===== config.mk =====
export PLATFORM = sky130hd
export DESIGN_NAME = align_accumulate
export DESIGN_NICKNAME = d
export VERILOG_FILES = /design/src/logic/fp16_dot_pkg.sv /design/src/logic/align_accumulate.sv
export VERILOG_INCLUDE_DIRS = /design/src /design/src/include
export SDC_FILE = /design/constraint.sdc
export NUM_CORES = 2
export LEC_CHECK = 0
export BUFFER_PORTS_ARGS = -buffer_cell sky130_fd_sc_hd__buf_2
export CAP_MARGIN = 20
export CORE_AREA = 3 3 249 349
export DETAILED_ROUTE_END_ITERATION = 7
export DIE_AREA = 0 0 252 352
export GPL_ROUTABILITY_DRIVEN = 1
export PLACE_DENSITY_LB_ADDON = 0.05
export SLEW_MARGIN = 10
export SYNTH_ARGS = -nofsm -noshare
export SYNTH_HDL_FRONTEND = slang
export SYNTH_SLANG_ARGS = --single-unit

===== constraint.sdc =====
create_clock -name vclk -period 19
set_clock_uncertainty 0.2 [all_clocks]
set_input_delay 2.85 -clock vclk [all_inputs]
set_output_delay 2.85 -clock vclk [all_outputs]
set_load 0.005 [all_outputs]

===== src/include/fp16_dot_settings.svh =====
`ifndef FP16_DOT_SETTINGS_SVH
`define FP16_DOT_SETTINGS_SVH

// Operand pairs per dot product
`define FP_LANES    10

// FP16 fields
`define FP_EXP_W    5
`define FP_MAN_W    10
`define FP_BIAS     15

// Datapath widths
`define FP_PROD_W   22
`define FP_GUARD_W  10
`define FP_ALIGN_W  (`FP_PROD_W + `FP_GUARD_W)
`define FP_ACC_W    (`FP_ALIGN_W + 4 + 1)

// Input register to result register
`define FP_LATENCY  4

`endif

===== src/logic/fp16_dot_pkg.sv =====
`default_nettype none

`include "fp16_dot_settings.svh"

package fp16_dot_pkg;

    typedef struct packed {
        logic                 sign;
        logic [`FP_EXP_W-1:0] exp;
        logic [`FP_MAN_W-1:0] man;
    } fp16_t;

    // Exponent sum stays biased twice
    typedef struct packed {
        logic                  sign;
        logic [`FP_EXP_W:0]    exp_sum;
        logic [`FP_PROD_W-1:0] sig;
    } lane_product_t;

    // Right shift distance, saturated at the aligned width
    typedef logic [`FP_EXP_W:0] lane_shift_t;

    typedef logic signed [`FP_ACC_W-1:0] acc_t;

endpackage

`default_nettype wire


===== src/logic/align_accumulate.sv =====
`timescale 1ns/1ns
`default_nettype none

`include "fp16_dot_settings.svh"

module align_accumulate (
    input  fp16_dot_pkg::lane_product_t products [`FP_LANES],
    input  fp16_dot_pkg::lane_shift_t   shifts [`FP_LANES],
    output fp16_dot_pkg::acc_t          sum
);

    import fp16_dot_pkg::*;

    logic [`FP_ALIGN_W-1:0] aligned [`FP_LANES];
    acc_t                   terms [`FP_LANES];
    acc_t                   lvl1 [5];
    acc_t                   lvl2 [3];
    acc_t                   lvl3 [2];

    // Guard bits catch part of what the shift would drop
    always_comb
    begin
        for (int i = 0; i < `FP_LANES; i++)
        begin
            aligned[i] = {products[i].sig, {`FP_GUARD_W{1'b0}}} >> shifts[i];
        end
    end

    always_comb
    begin
        acc_t mag;
        for (int i = 0; i < `FP_LANES; i++)
        begin
            mag      = acc_t'({{(`FP_ACC_W - `FP_ALIGN_W){1'b0}}, aligned[i]});
            terms[i] = products[i].sign ? -mag : mag;
        end
    end

    // Ten terms, four adder levels
    always_comb
    begin
        for (int i = 0; i < 5; i++)
        begin
            lvl1[i] = terms[2*i] + terms[2*i+1];
        end
        lvl2[0] = lvl1[0] + lvl1[1];
        lvl2[1] = lvl1[2] + lvl1[3];
        lvl2[2] = lvl1[4];
        lvl3[0] = lvl2[0] + lvl2[1];
        lvl3[1] = lvl2[2];
        sum     = lvl3[0] + lvl3[1];
    end

endmodule

`default_nettype wire


# Word level (Yosys, flattened, before mapping)
# Cells that the tools add are included.
dict set report word_totals {
  word_cells 39
  reg_bits 0
}
dict set report classes {
  add_sub_neg 19
  n_shift 10
  mux 10
}
# op count
set op_table {}
lappend op_table {{two-way mux 37 bit} 10}
lappend op_table {{negation 32 -> 37 bit} 10}
lappend op_table {{adder 37 bit} 9}
lappend op_table {{>> shifter 32 x 6 -> 32 bit} 10}

# Depth between registers and ports, before layout
dict set report depth {
  depth_word 7
  depth_mapped 39
  mapped_depth_nobuf 36
}

# Worst setup path before layout
# Ideal clock, no wire load.
dict set report synth_timing {
  path_kind {input to output}
  from {in shifts[6] in the netlist's numbering}
  to {out sum[32]}
  stages 35
  t_required_ns 15.950
  t_arrival_ns 11.083
  path_buffers 3
  setup_slack_ns 4.867
  path_cell_list {buf_4 > buf_4 > buf_4 > mux2_2 > mux4_2 > nor2_1 > nor2_1 > a22o_1 > nand2_1 > ha_1 > o311ai_0 > or4_1 > or2_2 > o41ai_1 > xor2_1 > fa_1 > fa_1 > fa_1 > fa_1 > inv_1 > fa_1 > inv_1 > ha_1 > a21o_1 > a21o_1 > a21oi_1 > nor2_1 > a211oi_1 > nand3_1 > o211ai_1 > a31oi_1 > a221oi_1 > nand2b_1 > a21oi_1 > xnor2_1}
}
dict set report synth_via {
  elab_chain_len 5
}
# element line
set synth_rtl {}
lappend synth_rtl {{start: declaration} align_accumulate.sv:8} ;# input fp16_dot_pkg::lane_shift_t shifts [`FP_LANES],
lappend synth_rtl {{>> shifter 32 x 6 -> 32 bit (*)} align_accumulate.sv:25} ;# aligned[i] = {products[i].sig, {`FP_GUARD_W{1'b0}}} >> shifts[i];
lappend synth_rtl {{negation 32 -> 37 bit} align_accumulate.sv:35} ;# terms[i] = products[i].sign ? -mag : mag;
lappend synth_rtl {{two-way mux 37 bit (*)} align_accumulate.sv:35}
lappend synth_rtl {{adder 37 bit (*)} align_accumulate.sv:44} ;# lvl1[i] = terms[2*i] + terms[2*i+1];
lappend synth_rtl {{adder 37 bit (*)} align_accumulate.sv:51} ;# sum = lvl3[0] + lvl3[1];
lappend synth_rtl {{end: declaration} align_accumulate.sv:9} ;# output fp16_dot_pkg::acc_t sum
# Mark *: on every way between the ends. The rest lies on a longest branch, timed or not.

# Worst setup path after layout
dict set report layout_timing {
  from {in shifts[30] in the netlist's numbering}
  to {out sum[34]}
}
dict set report layout_via {
  elab_chain_len 7
}
# element line
set layout_rtl {}
lappend layout_rtl {{>> shifter 32 x 6 -> 32 bit (*)} align_accumulate.sv:25}
lappend layout_rtl {{negation 32 -> 37 bit} align_accumulate.sv:35}
lappend layout_rtl {{two-way mux 37 bit (*)} align_accumulate.sv:35}
lappend layout_rtl {{adder 37 bit (*)} align_accumulate.sv:44}
lappend layout_rtl {{adder 37 bit (*)} align_accumulate.sv:47} ;# lvl2[1] = lvl1[2] + lvl1[3];
lappend layout_rtl {{adder 37 bit (*)} align_accumulate.sv:49} ;# lvl3[0] = lvl2[0] + lvl2[1];
lappend layout_rtl {{adder 37 bit (*)} align_accumulate.sv:51}
# Marks and branches as above.

==> impl_metrics.tcl <==
set metrics [dict create \
    status "finished clean" \
    place.gp.congestion 0.988 \
    antenna_found_initial 3 \
    max_stage_delay_ns 0.69 \
    min_from "shifts[59]" \
    rsz0062_at_grt "no" \
    vias 33400 \
    hold_path_class "in2out" \
    syn_area_um2 33500 \
    dr.pass1.iters 6 \
    fin_nets 4950 \
    die_area_um2 88700 \
    post_dp_cell_area_um2 35400 \
    synthCells 4196 \
    area_delta_synth_final_pct 5.59 \
    overflow 0 \
    period_share 0.900 \
    start_util 0.398 \
    synthTopCellsByArea "fa_1 17%, mux4_2 15%, nand2_1 5.4%" \
    arrival_ns 14.06 \
    die_y_um 352 \
    post_cts_buffers 0 \
    syn_area_per_cell_um2 7.99 \
    setup_violations 0 \
    synth_cell_types 112 \
    routed_wl_um 137000 \
    hold-path-endpoint "sum[0]" \
    min_period_ns 17.11 \
    synth_top_area_share 0.168 \
    yosysWarnings 0 \
    slew-limit-headroom 0.313 \
    required_ns 15.95 \
    numPortBuffers 327 \
    grt_pass1_wl_um 206000 \
    design.seq.count 0 \
    tightest_slew_ns 1.02 \
    worstSetupEndpointType "output port" \
    worstSetupStartpointType "input port" \
    fin_area_um2 35400 \
    grt_pass1_vias 32600 \
    syn-num-nets 4878 \
    route.detailed.wl_per_inst_um 25.7 \
    hold-path-cell-count 4 \
    dp_hpwl_um 116000 \
    fin_tns_setup_ns 0 \
    synth_seq_area_share 0 \
    final_max_slew_viol_count 0 \
    clockBufferCount 0 \
    seq_area_um2 0 \
    max_freq_mhz 58.5 \
    final_hold_viol_count 0 \
    post_cts_resized 0 \
    max-cap-violations 0 \
    io_pins 387 \
    fin_ws_ns 1.89 \
    slowest_stage "buf_2" \
    dp_slack_ns 2.12 \
    path_max_fanout 38 \
    viasPerCell 6.24 \
    drc_errors 0 \
    dieWidth_um 252 \
    drive_gt1_frac 0.190 \
    critical_path_class "in2out" \
    drtAntennaViolNets 0 \
    yosysTopAreaCell "fa_1" \
    cts_hold_buf 0 \
    timing.critical_path.mode_cell "fa_1" \
    drt-initial-drc-count 2688 \
    grt_util_all_layers 0.300 \
    grt_start_max_net_pins 55 \
    num_rows 126 \
    coreArea_um2 84200 \
]
[final cells by class]
cell class / count / area (µm²)
fill: 8880 / 48800
antenna: 2 / 5.00
multi-input combinational: 3619 / 31200
timing repair buffer: 334 / 1690
tap: 1088 / 1360
inverter: 313 / 1170
[logic make-up (layout without fill, tap and decap cells)]
family | Yosys count | in the layout | share of synthesized area
and+or+nand+nor | 1347 | 1347 | 0.193
buffers and inverters | 577 | 647 | 0.0703
other | 0 | 2 | 0
AOI/OAI and AO/OA | 1114 | 1114 | 0.221
muxes | 557 | 557 | 0.257
xor gates and xnor gates | 269 | 269 | 0.0716
adders and majority gates | 332 | 332 | 0.187
[critical path: cells and delay by family]
family | cells | cell delay, ns
xor gates and xnor gates | 2 | 1.00
AOI/OAI and AO/OA | 10 | 3.15
buffers and inverters | 5 | 1.13
muxes | 2 | 0.99
and+or+nand+nor | 6 | 1.84
adders and majority gates | 6 | 3.09
[cells in the mapped netlist (103+ instances only)]
library cell,number
mux4_2,217
xnor2_1,162
clkbuf_1,165
inv_1,302
mux2i_1,176
o21ai_0,310
xor2_1,103
mux2_2,154
fa_1,282
a21oi_1,215
nor2_1,322
nand2_1,484
[worst max-delay path by stage]
stage / startpoint / endpoint / slack, ns
final: shifts[30] / sum[34] / 1.89
after global routing: shifts[30] / sum[34] / 1.38
after CTS: shifts[30] / sum[36] / 2.08
after detailed placement: shifts[30] / sum[36] / 2.12
after global placement: shifts[30] / sum[36] / 2.12
after floorplan: shifts[6] / sum[32] / 4.87
[per-layer routing]
layer	share of wire	vias up	routed length, µm	GRT usage
li1	-	15500	-	-
met1	0.39	16500	53000	0.364
met2	0.51	1167	69900	0.540
met3	0.043	237	5870	0.0145
met4	0.063	2	8670	0.146
met5	0.000065	-	9	0
[cells in the final DEF (no fill, tap or decap), types with 54 or more instances in the layout]
cell type / n
buf_2: 327
xnor2_1: 162
a21oi_1: 215
nor3_1: 59
mux2i_1: 176
and2_1: 54
nor2b_1: 60
inv_1: 302
mux4_2: 217
nor2_1: 322
nand2b_1: 79
o21ai_0: 310
xor2_1: 103
nand3_1: 67
fa_1: 282
mux2_2: 154
nand2_1: 484
[metrics by stage]
step           utilization  hold WS [ns]  cells
2_1_floorplan            -          5.96   4196
3_3_place_gp         0.420          6.27   5354
3_5_place_dp         0.420          6.26   5354
4_1_cts              0.420          6.27   5354
5_1_grt              0.420          6.34   5356
6_report             0.420          6.25   5356
Power is left out: the tool's default activity adds up to more than one toggle a clock period on the data nets, which glitch-free logic cannot reach.
