**src/include/fp16_dot_settings.svh**
```systemverilog
`ifndef FP16_DOT_SETTINGS_SVH
`define FP16_DOT_SETTINGS_SVH

// Operand pairs per dot product
`define FP_LANES    10

// FP16 fields
`define FP_EXP_W    5
`define FP_MAN_W    10
`define FP_BIAS     15

// Datapath widths
`define FP_PROD_W   22
`define FP_GUARD_W  10
`define FP_ALIGN_W  (`FP_PROD_W + `FP_GUARD_W)
`define FP_ACC_W    (`FP_ALIGN_W + 4 + 1)

// Input register to result register
`define FP_LATENCY  4

`endif
```
**src/logic/fp16_dot_pkg.sv**
```systemverilog
`default_nettype none

`include "fp16_dot_settings.svh"

package fp16_dot_pkg;

    typedef struct packed {
        logic                 sign;
        logic [`FP_EXP_W-1:0] exp;
        logic [`FP_MAN_W-1:0] man;
    } fp16_t;

    // Exponent sum stays biased twice
    typedef struct packed {
        logic                  sign;
        logic [`FP_EXP_W:0]    exp_sum;
        logic [`FP_PROD_W-1:0] sig;
    } lane_product_t;

    // Right shift distance, saturated at the aligned width
    typedef logic [`FP_EXP_W:0] lane_shift_t;

    typedef logic signed [`FP_ACC_W-1:0] acc_t;

endpackage

`default_nettype wire

```
**src/logic/exponent_compare.sv**
```systemverilog
`timescale 1ns/1ns
`default_nettype none

`include "fp16_dot_settings.svh"

module exponent_compare (
    input  fp16_dot_pkg::lane_product_t products [`FP_LANES],
    output logic [`FP_EXP_W:0]          max_exp,
    output fp16_dot_pkg::lane_shift_t   shifts [`FP_LANES]
);

    import fp16_dot_pkg::*;

    localparam lane_shift_t SHIFT_MAX = lane_shift_t'(`FP_ALIGN_W);

    always_comb
    begin
        max_exp = '0;
        for (int i = 0; i < `FP_LANES; i++)
        begin
            if (products[i].exp_sum > max_exp)
                max_exp = products[i].exp_sum;
        end
    end

    always_comb
    begin
        lane_shift_t diff;
        for (int i = 0; i < `FP_LANES; i++)
        begin
            diff = max_exp - products[i].exp_sum;
            // Anything past the aligned width shifts out completely
            shifts[i] = (diff > SHIFT_MAX) ? SHIFT_MAX : diff;
        end
    end

    // An empty lane must not pull the maximum exponent up
    always_comb
    begin
        for (int i = 0; i < `FP_LANES; i++)
        begin
            assert final (products[i].sig != '0 || products[i].exp_sum == '0)
                else $error("lane %0d has an exponent sum but no significand", i);
        end
    end

endmodule

`default_nettype wire

```
**config.mk**
```make
export PLATFORM = sky130hd
export DESIGN_NAME = exponent_compare
export DESIGN_NICKNAME = d
export VERILOG_FILES = /design/src/logic/fp16_dot_pkg.sv /design/src/logic/exponent_compare.sv
export VERILOG_INCLUDE_DIRS = /design/src /design/src/include
export SDC_FILE = /design/constraint.sdc
export NUM_CORES = 1
export LEC_CHECK = 0
export ABC_AREA = 1
export BUFFER_PORTS_ARGS = -buffer_cell sky130_fd_sc_hd__buf_4
export CELL_PAD_IN_SITES_DETAIL_PLACEMENT = 0
export CELL_PAD_IN_SITES_GLOBAL_PLACEMENT = 1
export CORE_MARGIN = 4
export CORE_UTILIZATION = 28
export DETAILED_ROUTE_END_ITERATION = 10
export PLACE_DENSITY_LB_ADDON = 0.1
export SLEW_MARGIN = 20
export SYNTH_ARGS = -nofsm -noshare
export SYNTH_HDL_FRONTEND = slang
export SYNTH_SLANG_ARGS = --single-unit
```
**constraint.sdc**
```tcl
create_clock -name vclk -period 35.4
set_input_delay 10.62 -clock vclk [all_inputs]
set_output_delay 10.62 -clock vclk [all_outputs]
set_load 0.05 [all_outputs]
```
Yosys cells after proc, flatten, opt, wreduce, memory -nomap -nowiden
Index checks and enable logic that the tools add are counted.

Register bits: 0. Input bits: 290. Output and inout bits: 66. Word-level logic and storage cells: 50.

Add/sub/neg operators: 10. $lt $le $gt $ge: 20. Multiplexer cells: 20.

Operators by type and width (count): 6-bit two-way mux (20); 6-bit greater-than comparator (second input constant) (10); 6-bit subtractor (10); 6-bit greater-than comparator (9); 6-bit by 1-bit greater-than comparator with 1-bit output (second input constant) (1).

Longest topological paths before layout
Gate-level depths: netlist (run 1).

Depth in word-level cells: 23. Mapped depth: 99. Mapped depth without buffers: 91.

Worst setup path after synthesis (run 1)
No wires, ideal clock.

Kind: in2out. Start: input products[288] (netlist bit). End: output shifts[1] (netlist bit). Arrival: 23834 ps. Data required time: 24780 ps. Setup slack: 946 ps. Stages on the path: 90. Path buffers: 8. Path through: inv_1 -> ha_1 -> nand2_2 -> nor2_4 -> nand2_1 -> nand3_2 -> nand2_2 -> buf_2 -> o21ai_0 -> inv_1 -> ha_1 -> a21oi_1 -> nor2_1 -> nor2_2 -> nand2_2 -> nand2_2 -> buf_6 -> nand2_1 -> [... 54 more ...] -> o21ai_1 -> ha_1 -> inv_1 -> nor2_1 -> o21ai_0 -> o211ai_1 -> nand2_1 -> inv_1 -> o21ai_0 -> ha_1 -> a21oi_1 -> o21ai_0 -> a21oi_1 -> nor2_1 -> nor2_1 -> nand2_1 -> and2_4 -> nor2_1.

RTL lines: start: declaration (RTL line exponent_compare.sv:7) `` input fp16_dot_pkg::lane_product_t products [`FP_LANES], ``; end: declaration (RTL line exponent_compare.sv:9) `` output fp16_dot_pkg::lane_shift_t shifts [`FP_LANES] ``.

==> results of run 1 <==
## kinds of logic after synthesis
kind of cell | count (synthesis) | share of synthesized area
simple gates | 402 | 0.424
buf+inv | 204 | 0.154
compound gates | 113 | 0.119
fa+ha+maj | 95 | 0.239
xor+xnor | 39 | 0.0645
## layout make-up
cell class / instances / area, µm² / area share
multi-input combinational: 649 / 4510 / 0.665
timing repair buffer: 162 / 1240 / 0.183
inverter: 195 / 736 / 0.109
tap: 234 / 293 / 0.0432
## metrics by stage
| step | hold slack (ps) | cells | cell area, µm² | setup WS [ps] |
|---|---|---|---|---|
| floorplan | 21540 | 853 | 5300 | 946 |
| global placement | 21760 | 1238 | 6720 | 294 |
| detailed placement | 21750 | 1238 | 6720 | 449 |
| CTS | 21750 | 1238 | 6720 | 380 |
| global route | 21780 | 1240 | 6780 | 7.07 |
| finish | 21750 | 1240 | 6780 | 1460 |
## Yosys cell counts
library cell / n / area [µm²]
o21bai_2: 1 / 11.3
ha_1: 85 / 1060
buf_2: 2 / 10.0
o21ai_0: 43 / 215
buf_6: 6 / 67.6
o211ai_1: 1 / 7.51
nor2_2: 28 / 175
xor2_1: 28 / 245
nor3_1: 6 / 30.0
nand2_8: 1 / 20.0
o21a_1: 1 / 7.51
inv_2: 11 / 41.3
nand2_1: 160 / 601
nor2_1: 23 / 86.3
nand3_4: 3 / 52.6
o21bai_1: 22 / 165
nand3_1: 90 / 450
nand3_2: 29 / 290
and2_4: 1 / 8.76
nand4_1: 6 / 37.5
xnor2_1: 11 / 96.3
o21ai_1: 7 / 35.0
nand2_4: 11 / 124
clkinv_1: 1 / 3.75
a21oi_1: 38 / 190
nor2_4: 6 / 67.6
clkbuf_1: 1 / 3.75
fa_1: 10 / 200
inv_1: 183 / 687
nand4_2: 3 / 37.5
nand4_4: 3 / 63.8
nand2_2: 32 / 200
## routing by layer
| layer | vias to the layer above | global-route usage | share of wire |
|---|---|---|---|
| li1 | 3033 | - | - |
| met1 | 2440 | 0.246 | 0.53 |
| met2 | 99 | 0.273 | 0.44 |
| met3 | 10 | 0.00841 | 0.028 |
| met4 | 0 | 0.0138 | 0.010 |
| met5 | - | 0 | 0 |
## path summary, 6_finish.rpt
check | cells after the start | endpoint | slack [ps] | start
worst max-delay path | 83 | shifts[38] | 1460 | products[288]
worst min-delay path | 6 | shifts[0] | 21750 | products[22]
## critical path, delay by kind of cell
| kind | cells | cell delay [ps] |
|---|---|---|
| and+or+nand+nor | 44 | 5450 |
| xor gates and xnor gates | 1 | 280 |
| AOI/OAI and AO/OA | 13 | 2180 |
| buffers and inverters | 14 | 1480 |
| adders and majority gates | 11 | 3280 |
## repair_timing
| item | 4_1_cts | 5_1_grt |
|---|---|---|
| setup endpoints to repair | 0 | 60 |
| setup buffers | 0 | 2 |
| hold buffers | 0 | 0 |
| gates resized for setup | 0 | 15 |
==> summary.txt, run 1 <==
Run status
  • Outcome: finished, final reports clean

Placement
  • Detailed Place HPWL: 15900 µm
  • IO buf count: 126
  • Routability cong.: 0.846

Global routing
  • Vias in the first global route: 5546
  • Total Routing Usage GR: 0.165
  • Overflow after GRT: 0
  • Largest net degree at the start of global routing: 13
  • Initial antenna violation count: 0
  • Global-route wire length before repair: 29000 µm

Setup path
  • Critical Path AT: 23320 ps
  • Startpoint class of the critical path: input pin
  • Max FO, Critical Path: 12
  • Cell mode on critical path: nand2_1
  • Largest stage delay, worst path: 420 ps
  • Crit end category: output port
  • CP max stage cell: fa_1
  • Req. time, crit path: 24780 ps
  • CP Class: in2out

Finish
  • Commonest cells after routing, fill and taps aside: inv_1, buf_4, nand2_1
  • Reg area: 0 µm²
  • Syn-to-layout area delta: 28.0%
  • Commonest non-fill, non-tap cell in the layout: inv_1
  • Fillers: 2092
  • FFs & Latches: 0
  • CLK BUF: 0
  • Core Util, Final: 0.364
  • Fin nets: 1393
  • Share of layout cells above drive strength 1: 0.296
  • N_diodes: 0

Floorplan
  • Starting Density: 0.284
  • Die extent in y: 146 µm
  • Die Span X: 146 µm
  • Core Rows: 50
  • # IOs: 356
  • CORE AREA: 0.0186 mm²
  • Die area: 0.0212 mm²

Route
  • DRT Pass-1 Iters: 5
  • Wire length per cell: 14.6 µm
  • Antenna-violating nets left: 0
  • Via Count: 5582
  • Detailed Route Iter0 Violations: 185
  • DRC errors left: 0
  • Vias per cell: 4.50
  • Detailed Route WL: 18100 µm

Synth
  • Cells after Synth: 853
  • Post-synthesis sequential area ratio: 0
  • Syn_area_per_cell: 6.21 µm²
  • Yosys cell types: 32
  • Post-Syn Area: 0.00530 mm²
  • Yosys warns: 0
  • Net Count, Synth: 1238

Timing
  • Min Tclk post-route: 33940 ps
  • Max-slew headroom at the worst pin: 0.725
  • FMAX: 29.5 MHz
  • Final setup fails: 0
  • Hold Vio Cnt, Final: 0
  • Tcrit/Tclk final: 0.959
  • RSZ-0062 raised after global routing: no
  • Fin Setup TNS: 0 ps
  • Slew Viols, Final: 0
  • Slew @ Worst Pin: 408 ps

Job
  • Max-cap check violation count: 0

Hold path
  • Hold/Removal Path Class: in2out
Power of run 1 is left out: the tool's default activity adds up to more than one toggle a clock period on the data nets, which glitch-free logic cannot reach.
==> inputs of run 2 (changes only) <==
Settings changed: CAP_MARGIN set to 20, CORE_ASPECT_RATIO set to 0.8.
==> run 2 against run 1 <==
Compared with the run above: global-route usage up 0.57 points; hold slack improved by 3.9 ps; routed wire length up 3.0%; critical path type unchanged.
==> summary.txt, run 2 (synthesis gave the netlist of run 1 again) <==
Run status
  • Outcome: finished, final reports clean

Finish
  • Commonest non-fill, non-tap cell in the layout: inv_1
  • Syn-to-layout area delta: 29.9%
  • Fin nets: 1405
  • Share of layout cells above drive strength 1: 0.303
  • N_diodes: 0
  • Commonest cells after routing, fill and taps aside: inv_1, buf_4, nand2_1
  • FFs & Latches: 0
  • Reg area: 0 µm²
  • Design Area, Final: 0.00688 mm²
  • CLK BUF: 0

Route
  • Antenna-violating nets left: 0
  • Detailed Route WL: 18600 µm
  • Detailed Route Iter0 Violations: 255
  • Wire length per cell: 14.6 µm
  • Vias per cell: 4.43
  • DRT Pass-1 Iters: 5
  • DRC errors left: 0
  • Via Count: 5631

Timing
  • Tcrit/Tclk final: 0.960
  • Hold Vio Cnt, Final: 0
  • FMAX: 29.4 MHz
  • RSZ-0062 raised after global routing: no
  • Slew @ Worst Pin: 559 ps
  • Fin Setup TNS: 0 ps
  • Slew Viols, Final: 0
  • Max-slew headroom at the worst pin: 0.625
  • Final setup fails: 0
  • Min Tclk post-route: 33970 ps

Global routing
  • Overflow after GRT: 0
  • Global-route wire length before repair: 29100 µm
  • Vias in the first global route: 5422
  • Initial antenna violation count: 0
  • Total Routing Usage GR: 0.171
  • Largest net degree at the start of global routing: 13

Clock tree
  • CTS-repair resized insts: 0
  • Post-CTS Hold Fix Bufs: 0
  • Post-CTS Setup Bufs: 0

Setup path
  • Startpoint class of the critical path: input pin
  • Crit end category: output port
  • Cell mode on critical path: inv_1
  • Critical Path AT: 23350 ps
  • CP Class: in2out
  • Largest stage delay, worst path: 430 ps
  • Req. time, crit path: 24780 ps
  • Max FO, Critical Path: 12
  • CP max stage cell: fa_1

Placement
  • Post-DP Area: 0.00685 mm²
  • Detailed Place HPWL: 16100 µm
  • Routability cong.: 0.834
  • IO buf count: 126

Hold path
  • Hold/Removal Path Class: in2out

Floorplan
  • Starting Density: 0.289
  • Die area: 0.0212 mm²
  • # IOs: 356
  • Die Span X: 162 µm
  • CORE AREA: 0.0183 mm²
  • Die extent in y: 131 µm
  • Core Rows: 44

Job
  • Max-cap check violation count: 0
run 2: layout make-up:
| type | instances | area [µm²] |
|---|---|---|
| Multi-Input combinational cell | 649 | 4510 |
| Tap cell | 253 | 317 |
| Inverter | 195 | 732 |
| Fill cell | 2056 | 11500 |
| Timing Repair Buffer | 174 | 1320 |
run 2: path summary, 6_finish.rpt:
| path | from | endpoint | cells past startpoint |
|---|---|---|---|
| max | products[288] | shifts[42] | 84 |
| min | products[196] | shifts[36] | 6 |
run 2: routing by layer:
metal / GRT usage / vias up / wire (µm)
li1: - / 3057 / -
met1: 0.281 / 2470 / 10600
met2: 0.246 / 104 / 7180
met3: 0.0213 / 0 / 824
met4: 0.000497 / 0 / 0
met5: 0 / - / 0
run 2: critical path: cells and delay by family:
kind            cells  cell delay, ps
buf+inv            16            1510
xor+xnor            1             230
compound gates     14            2650
fa+ha+maj          11            3450
simple gates       42            4870
run 2: per-stage QoR:
| stage | setup slack, ps | hold WS, ps | instances | util |
|---|---|---|---|---|
| finish | 1430 | 21760 | 1271 | 0.375 |
| global route | 11.5 | 21810 | 1271 | 0.375 |
| CTS | 421 | 21760 | 1271 | 0.374 |
| detailed placement | 470 | 21760 | 1271 | 0.374 |
| global placement | 427 | 21750 | 1271 | 0.374 |
| floorplan | 946 | 21540 | 853 | - |
Power of run 2 is left out for the same reason.
