==> config.mk <==
export PLATFORM = sky130hd
export DESIGN_NAME = lane_multiplier
export DESIGN_NICKNAME = d
export VERILOG_FILES = /design/src/logic/fp16_dot_pkg.sv /design/src/logic/lane_multiplier.sv
export VERILOG_INCLUDE_DIRS = /design/src /design/src/include
export SDC_FILE = /design/constraint.sdc
export NUM_CORES = 1
export LEC_CHECK = 0
export ABC_AREA = 1
export BUFFER_PORTS_ARGS = -buffer_cell sky130_fd_sc_hd__buf_2
export CAP_MARGIN = 25
export CORE_ASPECT_RATIO = 0.75
export CORE_UTILIZATION = 60
export DETAILED_ROUTE_END_ITERATION = 8
export PLACE_DENSITY = 0.83
export SYNTH_ARGS = -nofsm -noshare
export SYNTH_HDL_FRONTEND = slang
export SYNTH_SLANG_ARGS = --single-unit
==> constraint.sdc <==
create_clock -name vclk -period 8.5
set_input_delay 1.275 -clock vclk [all_inputs]
set_output_delay 1.275 -clock vclk [all_outputs]
set_load 0.01 [all_outputs]
==> src/include/fp16_dot_settings.svh <==
`ifndef FP16_DOT_SETTINGS_SVH
`define FP16_DOT_SETTINGS_SVH

// Operand pairs per dot product
`define FP_LANES    10

// FP16 fields
`define FP_EXP_W    5
`define FP_MAN_W    10
`define FP_BIAS     15

// Datapath widths
`define FP_PROD_W   22
`define FP_GUARD_W  10
`define FP_ALIGN_W  (`FP_PROD_W + `FP_GUARD_W)
`define FP_ACC_W    (`FP_ALIGN_W + 4 + 1)

// Input register to result register
`define FP_LATENCY  4

`endif
==> src/logic/fp16_dot_pkg.sv <==
`default_nettype none

`include "fp16_dot_settings.svh"

package fp16_dot_pkg;

    typedef struct packed {
        logic                 sign;
        logic [`FP_EXP_W-1:0] exp;
        logic [`FP_MAN_W-1:0] man;
    } fp16_t;

    // Exponent sum stays biased twice
    typedef struct packed {
        logic                  sign;
        logic [`FP_EXP_W:0]    exp_sum;
        logic [`FP_PROD_W-1:0] sig;
    } lane_product_t;

    // Right shift distance, saturated at the aligned width
    typedef logic [`FP_EXP_W:0] lane_shift_t;

    typedef logic signed [`FP_ACC_W-1:0] acc_t;

endpackage

`default_nettype wire

==> src/logic/lane_multiplier.sv <==
`timescale 1ns/1ns
`default_nettype none

`include "fp16_dot_settings.svh"

module lane_multiplier (
    input  fp16_dot_pkg::fp16_t         a_op,
    input  fp16_dot_pkg::fp16_t         b_op,
    output fp16_dot_pkg::lane_product_t product
);

    logic                 a_zero;
    logic                 b_zero;
    logic [`FP_MAN_W:0]   a_sig;
    logic [`FP_MAN_W:0]   b_sig;

    // Only an all-zero exponent and mantissa counts as zero
    assign a_zero = (a_op.exp == '0) && (a_op.man == '0);
    assign b_zero = (b_op.exp == '0) && (b_op.man == '0);

    // Hidden bit restored
    assign a_sig = {1'b1, a_op.man};
    assign b_sig = {1'b1, b_op.man};

    always_comb
    begin
        product.sign = a_op.sign ^ b_op.sign;
        if (a_zero || b_zero)
        begin
            // Keeps a dead lane out of the maximum exponent
            product.exp_sum = '0;
            product.sig     = '0;
        end
        else
        begin
            product.exp_sum = {1'b0, a_op.exp} + {1'b0, b_op.exp};
            product.sig     = a_sig * b_sig;
        end
    end

endmodule

`default_nettype wire

**Word level (Yosys, flattened, before mapping)**

Cells that the tools add are included.
W data, S select, Z words.

- Add/subtract/negate cells: 1
- $mul: 1
- Multiplexer cells: 1
- Bitwise gates (word level): 1
- Reductions and logical operators: 7

Operators with widths:

| cell | number |
|---|---|
| $mux W28 | 1 |
| $mul A11 B11 Y22 | 1 |
| $logic_not A10 Y1 | 2 |
| $logic_not A5 Y1 | 2 |
| $add A5 B5 Y6 | 1 |
| $logic_and A1 B1 Y1 | 2 |
| $logic_or A1 B1 Y1 | 1 |
| $xor A1 B1 Y1 | 1 |

- Bits in registers: 0
- Output and inout bits: 29
- Logic and storage cells: 11

**Logic depth before layout (Yosys ltp)**

Gate-level depths: netlist of run 1.

- Word-level depth: 4
- Mapped depth: 23

**Least setup slack after synthesis of run 1**

OpenSTA, ideal clock, no wires.

- Path kind: input port to output port
- From: input port b_op[2] (netlist bit)
- To: output port product[21] (netlist bit)
- Data arrival time: 5.465 ns
- Required time: 7.225 ns
- Slack: 1.760 ns
- Stages on the path: 21
- Path buffers: 1
- Path through: clkbuf_1 > nand2_1 > fa_1 > inv_1 > fa_1 > inv_1 > fa_1 > inv_1 > fa_1 > inv_1 > fa_1 > inv_1 > ha_1 > nand2_1 > nor2_1 > nand3_1 > nand3_1 > nand2_1 > nand3_1 > nand2_1 > nor2_1

RTL lines:

| what | line | source |
|---|---|---|
| start: declaration | lane_multiplier.sv:8 | `input fp16_dot_pkg::fp16_t b_op,` |
| end: declaration | lane_multiplier.sv:9 | `output fp16_dot_pkg::lane_product_t product` |

==> results.yml, run 1 <==
status:
  status: "completed"
die:
  rows: 27
  io_pins: 61
  core_um2: 7365
  start_util: 0.6245
  die_h_um: 77.83
  die_area_um2: 8024
  die_w_um: 103.1
global_route:
  grt_pass1_wl_um: 18490
  grt_usage: 0.2919
  first_global_vias: 4081
  antenna_found_initial: 0
  gr-total-overflow: 0
  grt_max_degree: 21
critical_path:
  cp-endpoint: "product[20]"
  slowest_stage: "fa_1"
  startpoint: "a_op[8]"
  crit_path_max_fanout: 12
  cp-start-kind: "primary input"
  endpoint_kind: "primary output"
  required_ns: 7.22
  max_stage_delay_ns: 0.55
  crit_arrival_ns: 5.77
  critPathKind: "in2out"
  cp_common_cell: "fa_1"
  crit_chain: "buf_2 > nand2_1 > fa_1 > inv_1 > fa_1 > fa_1 > fa_1 > inv_1 > fa_1 > inv_1 > ha_1 > nand2_1 > inv_1 > a21oi_1 > nand3_1 > nand2_1 > nand3_1 > nand2_1 > nor2_1 > buf_2"
detailed_routing:
  top_layer: "met4"
  avgRoutedWirePerCell_um: 12.98
  route.met2.wl_um: 5135
  drc: 0
  drtAntennaViolNets: 0
  drt_wl_total_um: 10600
  drt_first_iter_violations: 222
  vias_per_cell: 5.086
  num_vias: 4155
  wl_met3_um: 665
  firstDrtPassIters: 5
  met1Wirelength_um: 4574
power:
  power.internal_w: 0.0007037
  powerDensity_nw_per_um2: 367.2
  switching_share: 0.6102
  p_clk_frac: 0
  seq_power_share: 0
  pwr-share-comb: 1.000
  switching_power_w: 0.001102
  total_power_w: 0.001805
  leakage_nw: 3.195
  max-vdd-ir-drop_mv: 0.3491
placed_design:
  dp_slack_ns: 1.473
  dp_cells: 817
  io_buffer_count: 61
  gp_congestion: 0.9078
  dp.final_hpwl_um: 9341
worst_hold_path:
  hp-start: "a_op[15]"
  hp-class: "in2out"
final_layout:
  nFlopsAndLatches: 0
  nets: 895
  syn2layout_area_growth_pct: 6.882
  final_common_cell: "inv_1"
  n_clock_buffer: 0
  final_cell_mix: "inv_1, nand2_1, fa_1"
  drive_above_1_share: 0.08520
  seqCellArea_um2: 0
  fin_cells: 817
  diodes: 0
  num-fill-cells: 675
sta:
  setup_tns_ns: 0
  maxSlewHeadroom: 0.5976
  drv_slew: 0
  tightest_slew_ns: 0.6022
  finalHoldViolations: 0
  setup_viol: 0
  layout_setup_ws_ns: 1.453
  fin_crit_sh: 0.8290
  fmax_mhz: 141.9
  min_period_ns: 7.047
  rsz0062_at_grt: "no"
synth:
  netlist_area_um2: 4599
  yosysWarnings: 0
  synth_fp_nets: 854
  syn_inst: 677
  synthDistinctLibCells: 17
  seq_area_frac_synth: 0
  avgSynthCellArea_um2: 6.794
job:
  cap_violations: 0
cts:
  cts_setup_buffers: 0
  ctsResizeCount: 0
  holdBufCountCts: 0
==> power by group through the flow <==
stage / registers [W] / logic (W) / clock network (W)
6_report: 0 / 0.00181 / 0
5_1_grt: 0 / 0.00205 / 0
4_1_cts: 0 / 0.00181 / 0
3_5_place_dp: 0 / 0.00180 / 0
3_3_place_gp: 0 / 0.00178 / 0
2_1_floorplan: 0 / 0.00130 / 0
==> critical path, delay by kind of cell <==
family,cells,cell delay (ns)
fa+ha+maj,6,2.98
simple gates,7,0.72
buf+inv,6,0.59
compound gates,1,0.20
==> routing by layer <==
| layer | vias up | global-route usage |
|---|---|---|
| li1 | 2021 | - |
| met1 | 1948 | 0.4068 |
| met2 | 152 | 0.5060 |
| met3 | 34 | 0.01712 |
| met4 | 0 | 0.04930 |
| met5 | - | 0 |
==> logic make-up (layout without fill, tap and decap cells) <==
kind of cell,after synthesis,after routing,synth area share
buffers and inverters,219,258,0.1858
AOI/OAI and AO/OA,24,24,0.02612
xor gates and xnor gates,14,14,0.02666
and+or+nand+nor,275,275,0.2348
adders and majority gates,145,145,0.5267
==> worst min-delay path by stage <==
stage             endpoint  depth (start not counted)
6_report       product[28]                          3
5_1_grt        product[28]                          3
4_1_cts        product[28]                          3
3_5_place_dp   product[28]                          3
3_3_place_gp   product[28]                          3
2_1_floorplan  product[28]                          1
==> layout make-up <==
class | count | area, um2 | share of cell area
repair buffers | 61 | 305.3 | 0.06210
multi-input cells | 458 | 3745 | 0.7618
inverters | 197 | 739.5 | 0.1504
well taps | 101 | 126.4 | 0.02571
==> cell usage after synthesis <==
library cell  instances  area [um2]
fa_1                 81        1622
inv_1               197       739.5
nand3_1              23       115.1
clkbuf_1             18       67.56
nor2_1               56       210.2
o21ai_0               4       20.02
buf_12                1       20.02
xnor2_1              11       96.34
a21oi_1              20       100.1
buf_6                 2       22.52
nor3b_1               1       7.510
nand2_1             185       694.4
nor4_1                2       12.51
ha_1                 64       800.8
xor2_1                3       26.28
nor3_1                8       40.04
buf_2                 1       5.000
==> through the flow <==
stage,area (um2),util,hold slack [ns]
after floorplan,4599,-,2.626
after global placement,4916,0.6675,2.808
after detailed placement,4916,0.6675,2.812
after CTS,4916,0.6675,2.812
after global routing,4916,0.6675,2.824
final,4916,0.6675,2.812
Note: power is estimated with default switching activity, not from simulation.
==> inputs of run 2 (changes only) <==
CORE_UTILIZATION = 56   (was 60)
PLACE_DENSITY = 0.81   (was 0.83)
clock period = 5.75 ns   (was 8.5 ns; I/O delays follow)
==> run 2 against run 1 <==
  * The flow now finishes with violations (setup timing)
  * Die area grew 7.0%
  * Via count grew 14%
  * First-iteration DRC count grew 74%
  * Sequential cell count is the same
  * Utilization grew 13 points
  * Count of clock-buffer cells in the layout is the same
  * Global-route usage grew 1.8 points
  * Critical path type unchanged
  * Critical endpoint is now product[21]
  * Largest cell class unchanged
==> results.yml, run 2 (synthesized netlist as in run 1, its figures left out) <==
global_route:
  grt_max_degree: 21
  grt_usage: 0.3100
  antenna_found_initial: 0
  first_global_vias: 4588
  gr-total-overflow: 0
  grt_pass1_wl_um: 21060
sta:
  rsz0062_at_grt: "yes"
  drv_slew: 0
  setup_viol: 12
  hold-worst-slack_ns: 1.994
  fin_crit_sh: 1.046
  fmax_mhz: 166.3
  finalHoldViolations: 0
  tightest_slew_ns: 0.6216
  min_period_ns: 6.013
  maxSlewHeadroom: 0.5846
  setup_tns_ns: -2.460
  layout_setup_ws_ns: -0.2628
final_layout:
  nets: 959
  fin_cells: 885
  final_cell_mix: "inv_1, nand2_1, fa_1"
  syn2layout_area_growth_pct: 36.51
  final_common_cell: "inv_1"
  num-fill-cells: 496
  seqCellArea_um2: 0
  n_clock_buffer: 0
  nFlopsAndLatches: 0
  diodes: 0
  multi_input_area_um2: 4378
  drive_above_1_share: 0.3308
critical_path:
  critical-path-top-delay-family: "adder cells"
  max_stage_delay_ns: 0.63
  crit_arrival_ns: 5.15
  endpoint_kind: "primary output"
  required_ns: 4.89
  crit_chain: "buf_6 > nand2_2 > fa_1 > fa_1 > inv_2 > fa_2 > fa_1 > inv_1 > fa_1 > inv_2 > ha_4 > nand2_8 > nor2_4 > nand3_2 > nand3_4 > nand2_4 > nand3_2 > nand2_2 > nor2_2 > buf_2"
  crit_path_max_fanout: 6
  slowest_stage: "fa_1"
  cp_num_buf_inv: 5
  cp-start-kind: "primary input"
  critPathKind: "in2out"
  cp_common_cell: "fa_1"
detailed_routing:
  num_vias: 4757
  vias_per_cell: 5.375
  drtAntennaViolNets: 0
  drc: 0
  firstDrtPassIters: 5
  drt_first_iter_violations: 387
  drt_wl_total_um: 14810
  avgRoutedWirePerCell_um: 16.73
die:
  io_pins: 61
  die_h_um: 80.49
  start_util: 0.5809
  rows: 28
  die_area_um2: 8583
  die_w_um: 106.6
  core_um2: 7918
placed_design:
  dp_cells: 876
  gp_congestion: 0.8858
  io_buffer_count: 61
  dp.final_hpwl_um: 10410
  dp_slack_ns: -0.3627
job:
  cap_violations: 0
worst_hold_path:
  hp-start: "a_op[15]"
  hp-class: "in2out"
  hold_depth: 3
  worstHoldEndpoint: "product[28]"
status:
  violations: "setup timing"
  status: "finished, violations left"
[run 2: worst min-delay path, delay by kind of cell]
family,cells,cell delay [ns]
buffers and inverters,2,0.21
xor gates and xnor gates,1,0.05
[run 2: metrics by stage]
stage	utilization	instance area (um2)
finish	0.7930	6279
CTS	0.7407	5864
floorplan	-	4661
detailed placement	0.6794	5379
global placement	0.6794	5379
global route	0.7930	6279
[run 2: area by class of cell]
| type | count | share of cell area |
|---|---|---|
| Tap cell | 105 | 0.02092 |
| Inverter | 197 | 0.1186 |
| Multi-Input combinational cell | 458 | 0.6973 |
| Timing Repair Buffer | 125 | 0.1632 |
[run 2: repair_timing]
action / 4_1_cts / 5_1_grt
endpoints found under the hold margin: 0 / 0
setup buffers: 3 / 6
setup endpoints to repair: 15 / 15
hold buffers: 0 / 0
gates resized for setup: 128 / 99
pin swaps: 64 / 59
[run 2: worst max-delay path by stage]
stage               slack, ns     endpoint  cells after the start  startpoint
global placement        -0.23  product[14]                     22     b_op[3]
CTS                     -0.07  product[18]                     21     a_op[2]
global route            -0.42  product[21]                     22     a_op[1]
floorplan                0.03  product[20]                     21     b_op[2]
finish                  -0.26  product[21]                     20     b_op[5]
detailed placement      -0.36  product[20]                     20     a_op[5]
[run 2: routing by layer]
| layer | global-route usage | vias to the layer above | share of wire |
|---|---|---|---|
| li1 | - | 2155 | - |
| met1 | 0.3931 | 2292 | 0.38 |
| met2 | 0.5626 | 246 | 0.51 |
| met3 | 0.03571 | 64 | 0.073 |
| met4 | 0.07945 | 0 | 0.043 |
| met5 | 0 | - | 0 |
Power of run 2 is left out: the tool's default activity adds up to more than one toggle a clock period on the data nets, which glitch-free logic cannot reach.
