**config.mk**
```make
export PLATFORM = sky130hd
export DESIGN_NAME = normalize_round
export DESIGN_NICKNAME = d
export VERILOG_FILES = /design/src/logic/fp16_dot_pkg.sv /design/src/logic/normalize_round.sv
export VERILOG_INCLUDE_DIRS = /design/src /design/src/include
export SDC_FILE = /design/constraint.sdc
export NUM_CORES = 1
export LEC_CHECK = 0
export ABC_CLOCK_PERIOD_IN_PS = 8700
export BUFFER_PORTS_ARGS = -buffer_cell sky130_fd_sc_hd__buf_4
export CAP_MARGIN = 30
export CORE_MARGIN = 2
export CORE_UTILIZATION = 57
export DETAILED_ROUTE_END_ITERATION = 8
export PLACE_DENSITY = 0.82
export SKIP_LAST_GASP = 1
export SLEW_MARGIN = 5
export SYNTH_ARGS = -nofsm -noshare
export SYNTH_HDL_FRONTEND = slang
export SYNTH_SLANG_ARGS = --single-unit
```
**constraint.sdc**
```tcl
create_clock -name vclk -period 8.7
set_input_delay 0.87 -clock vclk [all_inputs]
set_output_delay 0.87 -clock vclk [all_outputs]
set_load 0.01 [all_outputs]
```
**src/include/fp16_dot_settings.svh**
```systemverilog
`ifndef FP16_DOT_SETTINGS_SVH
`define FP16_DOT_SETTINGS_SVH

// Operand pairs per dot product
`define FP_LANES    10

// FP16 fields
`define FP_EXP_W    5
`define FP_MAN_W    10
`define FP_BIAS     15

// Datapath widths
`define FP_PROD_W   22
`define FP_GUARD_W  10
`define FP_ALIGN_W  (`FP_PROD_W + `FP_GUARD_W)
`define FP_ACC_W    (`FP_ALIGN_W + 4 + 1)

// Input register to result register
`define FP_LATENCY  4

`endif
```
**src/logic/fp16_dot_pkg.sv**
```systemverilog
`default_nettype none

`include "fp16_dot_settings.svh"

package fp16_dot_pkg;

    typedef struct packed {
        logic                 sign;
        logic [`FP_EXP_W-1:0] exp;
        logic [`FP_MAN_W-1:0] man;
    } fp16_t;

    // Exponent sum stays biased twice
    typedef struct packed {
        logic                  sign;
        logic [`FP_EXP_W:0]    exp_sum;
        logic [`FP_PROD_W-1:0] sig;
    } lane_product_t;

    // Right shift distance, saturated at the aligned width
    typedef logic [`FP_EXP_W:0] lane_shift_t;

    typedef logic signed [`FP_ACC_W-1:0] acc_t;

endpackage

`default_nettype wire

```
**src/logic/normalize_round.sv**
```systemverilog
`timescale 1ns/1ns
`default_nettype none

`include "fp16_dot_settings.svh"

module normalize_round (
    input  fp16_dot_pkg::acc_t  sum,
    input  logic [`FP_EXP_W:0]  max_exp,
    output fp16_dot_pkg::fp16_t result
);

    import fp16_dot_pkg::*;

    // Bit 30 of the sum carries the unit of max_exp, still double biased
    localparam int POINT_POS  = `FP_ALIGN_W - 2;
    localparam int EXP_OFFSET = `FP_BIAS + POINT_POS;

    logic                neg;
    logic [`FP_ACC_W-1:0] mag;
    logic [5:0]           lead;
    logic [`FP_ACC_W-1:0] norm;
    logic [`FP_MAN_W-1:0] man_rnd;
    logic                 round_carry;

    assign neg = sum[`FP_ACC_W-1];
    assign mag = neg ? -sum : sum;

    // Priority encoder, highest set bit wins
    always_comb
    begin
        lead = '0;
        for (int i = 0; i < `FP_ACC_W; i++)
        begin
            if (mag[i])
                lead = 6'(i);
        end
    end

    // Leading one moved to the top bit
    assign norm = mag << (`FP_ACC_W - 1 - lead);

    // Half-up on the first dropped bit
    assign {round_carry, man_rnd} =
        {1'b0, norm[`FP_ACC_W-2 -: `FP_MAN_W]} + norm[`FP_ACC_W-2-`FP_MAN_W];

    always_comb
    begin
        if (mag == '0)
        begin
            result = '0;
        end
        else
        begin
            result.sign = neg;
            result.exp  = `FP_EXP_W'(max_exp + lead + round_carry - EXP_OFFSET);
            // A carry out leaves the mantissa at zero
            result.man  = man_rnd;
        end
    end

    always_comb
    begin
        if (mag != '0)
            assert final (norm[`FP_ACC_W-1])
                else $error("normalized word lost its leading one");
    end

endmodule

`default_nettype wire

```
==> run_results.csv, run 1 <==
group,metric,value,unit
floorplan,chipWidth,103,µm
floorplan,die_y,103,µm
logic_synthesis,syn-cell-area,5550,µm²
floorplan,initial_core_util,0.579,
floorplan,ioPinCount,59,
status,tool.error,"[ERROR GRT-0232] Routing congestion too high. Check the congestion heatmap in the GUI.",
logic_synthesis,synth.most_common_cell,"nand2_1",
sta,worst_path_end_type,"primary output",
status,status,"did not finish",
global_routing,gr-total-overflow,3,
place,portBuffers,58,
logic_synthesis,synth_nets,877,
logic_synthesis,avgSynthCellArea,6.76,µm²
logic_synthesis,syn_inst,821,
logic_synthesis,synth_cell_types,97,
logic_synthesis,netlist_top_cells_area,"mux2i_1 8.3%, nand2_1 5.0%, nor2_1 4.9%",
logic_synthesis,synth_top_area_frac,0.0830,
logic_synthesis,ys_seq_area_frac,0,
place,pre_cts_ws,-545,ps
logic_synthesis,yosys_warnings,0,
logic_synthesis,synth_common_cells,"74 x nand2_1, 73 x nor2_1, 51 x clkbuf_1",
place,place_hpwl,18.0,mm
global_routing,grt_max_degree,65,
global_routing,grt_usage,0.651,
sta,worst_endpoint,"result[14]",
floorplan,fp-row-count,36,
place,gp_congestion,1.08,
cts,postCtsHoldBufs,0,
logic_synthesis,yosys.area.top_type,"mux2i_1",
status,haltStage,"global routing (5_1_grt)",
-- through the flow --
| step | instances | hold slack [ps] | cell area [µm²] |
|---|---|---|---|
| detailed placement | 1119 | 2140 | 7380 |
| global placement | 1119 | 2130 | 7380 |
| floorplan | 821 | 2200 | 5800 |
| CTS | 1157 | 2140 | 7960 |
-- timing repair --
action | 4_1_cts
resized for setup | 54
setup buffers | 37
cloned | 1
pin swaps | 35
setup endpoints to repair | 2
-- cells by family after synthesis --
logic type                 after synthesis  synth area share
adders and majority gates               13            0.0307
buffers and inverters                   93            0.0733
muxes                                   69             0.142
xor gates and xnor gates                61             0.101
and+or+nand+nor                        359             0.346
AOI/OAI and AO/OA                      226             0.308
-- routing by layer --
metal | global-route usage | GRT overflow
met1 | 0.642 | 0
met2 | 0.836 | 1
met3 | 0.482 | 0
met4 | 0.653 | 2
met5 | 0.159 | 0
==> inputs of run 2 (changes only) <==
--- a/config.mk
+++ b/config.mk
@@ -6,13 +6,13 @@
 export SDC_FILE = /design/constraint.sdc
 export NUM_CORES = 1
 export LEC_CHECK = 0
-export ABC_CLOCK_PERIOD_IN_PS = 8700
+export ABC_CLOCK_PERIOD_IN_PS = 11300
 export BUFFER_PORTS_ARGS = -buffer_cell sky130_fd_sc_hd__buf_4
 export CAP_MARGIN = 30
 export CORE_MARGIN = 2
-export CORE_UTILIZATION = 57
+export CORE_UTILIZATION = 40
 export DETAILED_ROUTE_END_ITERATION = 8
-export PLACE_DENSITY = 0.82
+export PLACE_DENSITY_LB_ADDON = 0.15
 export SKIP_LAST_GASP = 1
 export SLEW_MARGIN = 5
 export SYNTH_ARGS = -nofsm -noshare
==> constraint.sdc (replaced) <==
create_clock -name vclk -period 11.3
set_input_delay 1.13 -clock vclk [all_inputs]
set_output_delay 1.13 -clock vclk [all_outputs]
set_load 0.01 [all_outputs]
==> run 2 against run 1 <==
- synthesized cell count stayed put
- area after synthesis unchanged
- the flow now finishes without violations
==> run_results.csv, run 2 <==
group,metric,value,unit
finish,drive_above_1_share,0.185,
sta,final_max_slew_viol_count,0,
critical_path,cp-startpoint,"sum[0]",
place,portBuffers,58,
logic_synthesis,synth_cell_types,97,
logic_synthesis,ys_seq_area_frac,0,
sta,fmax,93.4,MHz
status,status,"complete, no violations",
floorplan,dieArea,14800,µm²
floorplan,chipWidth,122,µm
hold_path,whs_path_depth,6,
detailed_routing,avgRoutedWirePerCell,20.9,µm
logic_synthesis,avgSynthCellArea,6.76,µm²
logic_synthesis,synth.most_common_cell,"nand2_1",
place,place_hpwl,16.9,mm
detailed_routing,dr.max_layer_used,"met4",
logic_synthesis,yosys.area.top_type,"mux2i_1",
sta,finalSetupViolCount,0,
floorplan,fp-row-count,43,
logic_synthesis,synth_compound_area_frac,0.308,
finish,n_clock_buffer,0,
logic_synthesis,synth_top_area_frac,0.0830,
pwr,p_int,0.000194,W
global_routing,grt_antenna_before_repair,0,
floorplan,core,13700,µm²
sta,period_minus_slack,10710,ps
critical_path,worstSetupPathType,"input pin to output pin",
logic_synthesis,netlist_top_cells_area,"mux2i_1 8.3%, nand2_1 5.0%, nor2_1 4.9%",
detailed_routing,firstDrtPassIters,7,
logic_synthesis,synthSimpleGateAreaFrac,0.346,
place,dp.cells,1016,
sta,tightest_slew,910,ps
pwr,p_leak,2.27,nW
global_routing,grt_max_degree,75,
pwr,pwr-share-clk,0,
global_routing,grt_usage,0.278,
logic_synthesis,yosys_warnings,0,
sta,min_period_over_period,0.948,
finish,final_common_cell,"buf_4",
detailed_routing,viasPerCell,6.63,
global_routing,grt_pass1_wl,33.3,mm
sta,hold_viol,0,
detailed_routing,routed-via-count,6738,
floorplan,die_y,122,µm
job,maxCapViolCount,0,
logic_synthesis,synthXorXnorAreaFrac,0.101,
sta,setup_tns,0,ps
detailed_routing,totalWireLength,21.2,mm
logic_synthesis,synth_common_cells,"74 x nand2_1, 73 x nor2_1, 51 x clkbuf_1",
sta,rsz0062_at_grt,"false",
finish,layout.nets,894,
pwr,power_switching,0.000266,W
pwr,pwr-share-comb,1.000,
critical_path,crit_path_end_kind,"output pin",
sta,timing.slew.headroom,0.388,
hold_path,hp-class,"input pin to output pin",
detailed_routing,postRouteAntennaNets,0,
detailed_routing,met3_length,1.48,mm
global_routing,first_global_vias,6082,
place,gp_congestion,0.965,
detailed_routing,m1WireLength,9.18,mm
logic_synthesis,syn_inst,821,
logic_synthesis,synth_fa_ha_area_frac,0.0307,
finish,finalNonFillerCells,1016,
finish,layout_common_cells,"86 x buf_4, 74 x nand2_1, 73 x nor2_1",
critical_path,worst_setup_path_start_kind,"input pin",
pwr,ir_drop,0.0276,mV
floorplan,ioPinCount,59,
pwr,seqPwrFrac,0,
logic_synthesis,synth_nets,877,
pwr,p_sw_frac,0.578,
detailed_routing,drc,0,
logic_synthesis,synth_top_family_by_area,"simple AND/OR/NAND/NOR gates",
critical_path,cp_max_fo,10,
critical_path,cpPeakStageDelay,650,ps
finish,syn2layout_area_growth,10.7,%
critical_path,critPathRequiredTime,10170,ps
pwr,power.density_cell_area,74.8,nW/µm²
global_routing,gr-total-overflow,0,
critical_path,crit_arrival,9580,ps
finish,nFlopsAndLatches,0,
critical_path,crit_slowest_cell,"or4b_1",
detailed_routing,drtIter0Drc,669,
detailed_routing,dr_wl_met2,9.85,mm
logic_synthesis,syn-cell-area,5550,µm²
finish,ff_latch_area,0,µm²
floorplan,initial_core_util,0.405,
sta,holdWs,2910,ps
logic_synthesis,synthMuxAreaShare,0.142,
finish,diodes,0,
critical_path,endpoint,"result[14]",
[run 2: how the worst min path moves through the flow]
stage               start         end
2_1_floorplan  max_exp[4]  result[14]
3_3_place_gp   max_exp[4]  result[14]
3_5_place_dp   max_exp[4]  result[14]
4_1_cts        max_exp[4]  result[14]
5_1_grt        max_exp[4]  result[14]
6_report       max_exp[4]  result[14]
[run 2: power groups by stage]
stage	Clock (W)	Combinational, W	Sequential (W)
floorplan	0	0.000315	0
global placement	0	0.000447	0
CTS	0	0.000454	0
global route	0	0.000496	0
detailed placement	0	0.000452	0
finish	0	0.000460	0
[run 2: logic make-up (layout without fill, tap and decap cells)]
logic type                 Yosys count  count (layout)
muxes                               69              69
buffers and inverters               93             108
adders and majority gates           13              13
AOI/OAI and AO/OA                  226             226
xor gates and xnor gates            61              61
and+or+nand+nor                    359             359
[run 2: metrics by stage]
stage	instance area [µm²]	total power (W)	util	setup WS (ps)
CTS	6130	0.000454	0.447	593
global route	6150	0.000496	0.448	36.9
global placement	6130	0.000447	0.447	740
finish	6150	0.000460	0.448	588
floorplan	5550	0.000315	-	1420
detailed placement	6130	0.000452	0.447	623
[run 2: metal layers]
metal / up-vias / track usage
li1: 3178 / -
met1: 3194 / 0.385
met2: 324 / 0.473
met3: 42 / 0.00843
met4: 0 / 0.0740
met5: - / 0
[run 2: worst max-delay path, delay by kind of cell]
kind                       cells  cell delay [ps]
and+or+nand+nor               10             3340
muxes                          3              800
xor gates and xnor gates       2              250
adders and majority gates      5             1480
buffers and inverters          6              720
AOI/OAI and AO/OA              8             1830
[run 2: area by class of cell]
class / count / area, µm²
well taps: 180 / 225
multi-input cells: 728 / 5160
fillers: 1484 / 7570
repair buffers: 88 / 686
inverters: 20 / 76.3
[run 2: what timing repair did]
action,CTS,global route
gates resized for setup,0,2
endpoints found under the setup margin,0,1
buffers inserted,0,0
hold buffers,0,0
(Power assumes the default switching activity.)
==> inputs of run 3 (changes only) <==
--- a/config.mk
+++ b/config.mk
@@ -6,7 +6,7 @@
 export SDC_FILE = /design/constraint.sdc
 export NUM_CORES = 1
 export LEC_CHECK = 0
-export ABC_CLOCK_PERIOD_IN_PS = 11300
+export ABC_CLOCK_PERIOD_IN_PS = 11940
 export BUFFER_PORTS_ARGS = -buffer_cell sky130_fd_sc_hd__buf_4
 export CAP_MARGIN = 30
 export CORE_MARGIN = 2
==> constraint.sdc (replaced) <==
create_clock -name vclk -period 11.94
set_input_delay 1.194 -clock vclk [all_inputs]
set_output_delay 1.194 -clock vclk [all_outputs]
set_load 0.01 [all_outputs]
==> run 3 against run 2 <==
- critical path depth is the same
- first-iteration DRC count is 22% higher
- via count down 1.3%
- largest cell class unchanged
- non-clock buffer count down 11
- total power down 5.7%
- core utilization decreased by 0.89 points
- final cell count is 1.1% lower
- sequential cell count stayed put
- global-route usage rose by 0.18 points
- highest routed layer unchanged
- sequential share of layout area is the same
- routed wire length is 0.77% higher
- worst hold slack better by 110 ps
==> run_results.csv, run 3 (same netlist as run 2, synthesis figures left out) <==
group,metric,value,unit
floorplan,initial_core_util,0.405,
finish,diodes,0,
detailed_routing,avgRoutedWirePerCell,21.3,µm
finish,fill_cells,1492,
sta,final_max_slew_viol_count,0,
detailed_routing,firstDrtPassIters,5,
detailed_routing,met3_length,1.42,mm
finish,syn2layout_area_growth,8.52,%
sta,rsz0062_at_grt,"false",
place,portBuffers,58,
floorplan,dieArea,14800,µm²
place,place_hpwl,17.0,mm
detailed_routing,drtIter0Drc,813,
global_routing,grt_max_degree,75,
cts,post_cts_buffers,0,
floorplan,ioPinCount,59,
finish,layout_common_cells,"77 x buf_4, 74 x nand2_1, 73 x nor2_1",
pwr,power.density_cell_area,71.9,nW/µm²
status,status,"complete, no violations",
cts,postCtsHoldBufs,0,
pwr,ir_drop,0.0324,mV
detailed_routing,totalWireLength,21.4,mm
critical_path,worstSetupPathType,"input pin to output pin",
sta,timing.slew.headroom,0.367,
pwr,total_power,0.000433,W
critical_path,cpPeakStageDelay,760,ps
sta,finalSetupViolCount,0,
detailed_routing,dr.max_layer_used,"met4",
critical_path,crit_slowest_cell,"xnor2_1",
floorplan,core,13700,µm²
critical_path,crit_arrival,9800,ps
critical_path,crit_buf_inv,7,
finish,n_clock_buffer,0,
finish,final_common_cell,"buf_4",
sta,holdWs,3020,ps
finish,ff_latch_area,0,µm²
job,maxCapViolCount,0,
cts,cts.repair.resized,0,
place,gp_congestion,0.928,
floorplan,die_y,122,µm
finish,drive_above_1_share,0.173,
detailed_routing,m1WireLength,9.32,mm
global_routing,grt_antenna_before_repair,0,
sta,setup_tns,0,ps
detailed_routing,viasPerCell,6.61,
global_routing,gr-total-overflow,0,
sta,min_period_over_period,0.921,
hold_path,hp-class,"input pin to output pin",
detailed_routing,postRouteAntennaNets,0,
sta,hold_viol,0,
detailed_routing,dr_wl_met2,9.92,mm
critical_path,path_delay_family,"simple AND/OR/NAND/NOR gates",
global_routing,first_global_vias,6086,
finish,nFlopsAndLatches,0,
floorplan,fp-row-count,43,
sta,fmax,90.9,MHz
critical_path,cp_max_fo,28,
detailed_routing,drc,0,
global_routing,grt_usage,0.280,
floorplan,chipWidth,122,µm
critical_path,worst_setup_path_start_kind,"input pin",
global_routing,grt_pass1_wl,33.5,mm
sta,period_minus_slack,11000,ps
finish,layout.nets,883,
sta,tightest_slew,941,ps
critical_path,crit_path_end_kind,"output pin",
pwr,p_leak,2.20,nW
detailed_routing,routed-via-count,6648,
critical_path,critPathRequiredTime,10750,ps
-- run 3: worst paths after layout --
| kind | startpoint | end | depth (start not counted) |
|---|---|---|---|
| worst max-delay path | sum[0] | result[14] | 34 |
| worst min-delay path | max_exp[4] | result[14] | 6 |
-- run 3: routing by layer --
| layer | vias up | GRT usage |
|---|---|---|
| met3 | 44 | 0.0122 |
| met5 | - | 0 |
| met4 | 0 | 0.0841 |
| met2 | 326 | 0.465 |
| li1 | 3152 | - |
| met1 | 3126 | 0.390 |
-- run 3: layout make-up --
cell class,count,area (µm²),share of cell area
tap,180,225,0.0374
timing repair buffer,77,578,0.0960
inverter,20,76.3,0.0127
multi-input combinational,728,5140,0.854
-- run 3: per-stage QoR --
step,cell area (µm²),setup slack [ps],util,cells
2_1_floorplan,5550,1940,-,821
3_3_place_gp,6020,1160,0.439,1005
3_5_place_dp,6020,1050,0.439,1005
4_1_cts,6020,1010,0.439,1005
5_1_grt,6020,225,0.439,1005
6_report,6020,943,0.439,1005
-- run 3: report_power, final --
group	switching (W)	total (W)	internal, W
registers	0	0	0
clock network	0	0	0
logic	0.000253	0.000433	0.000181
total	0.000253	0.000433	0.000181
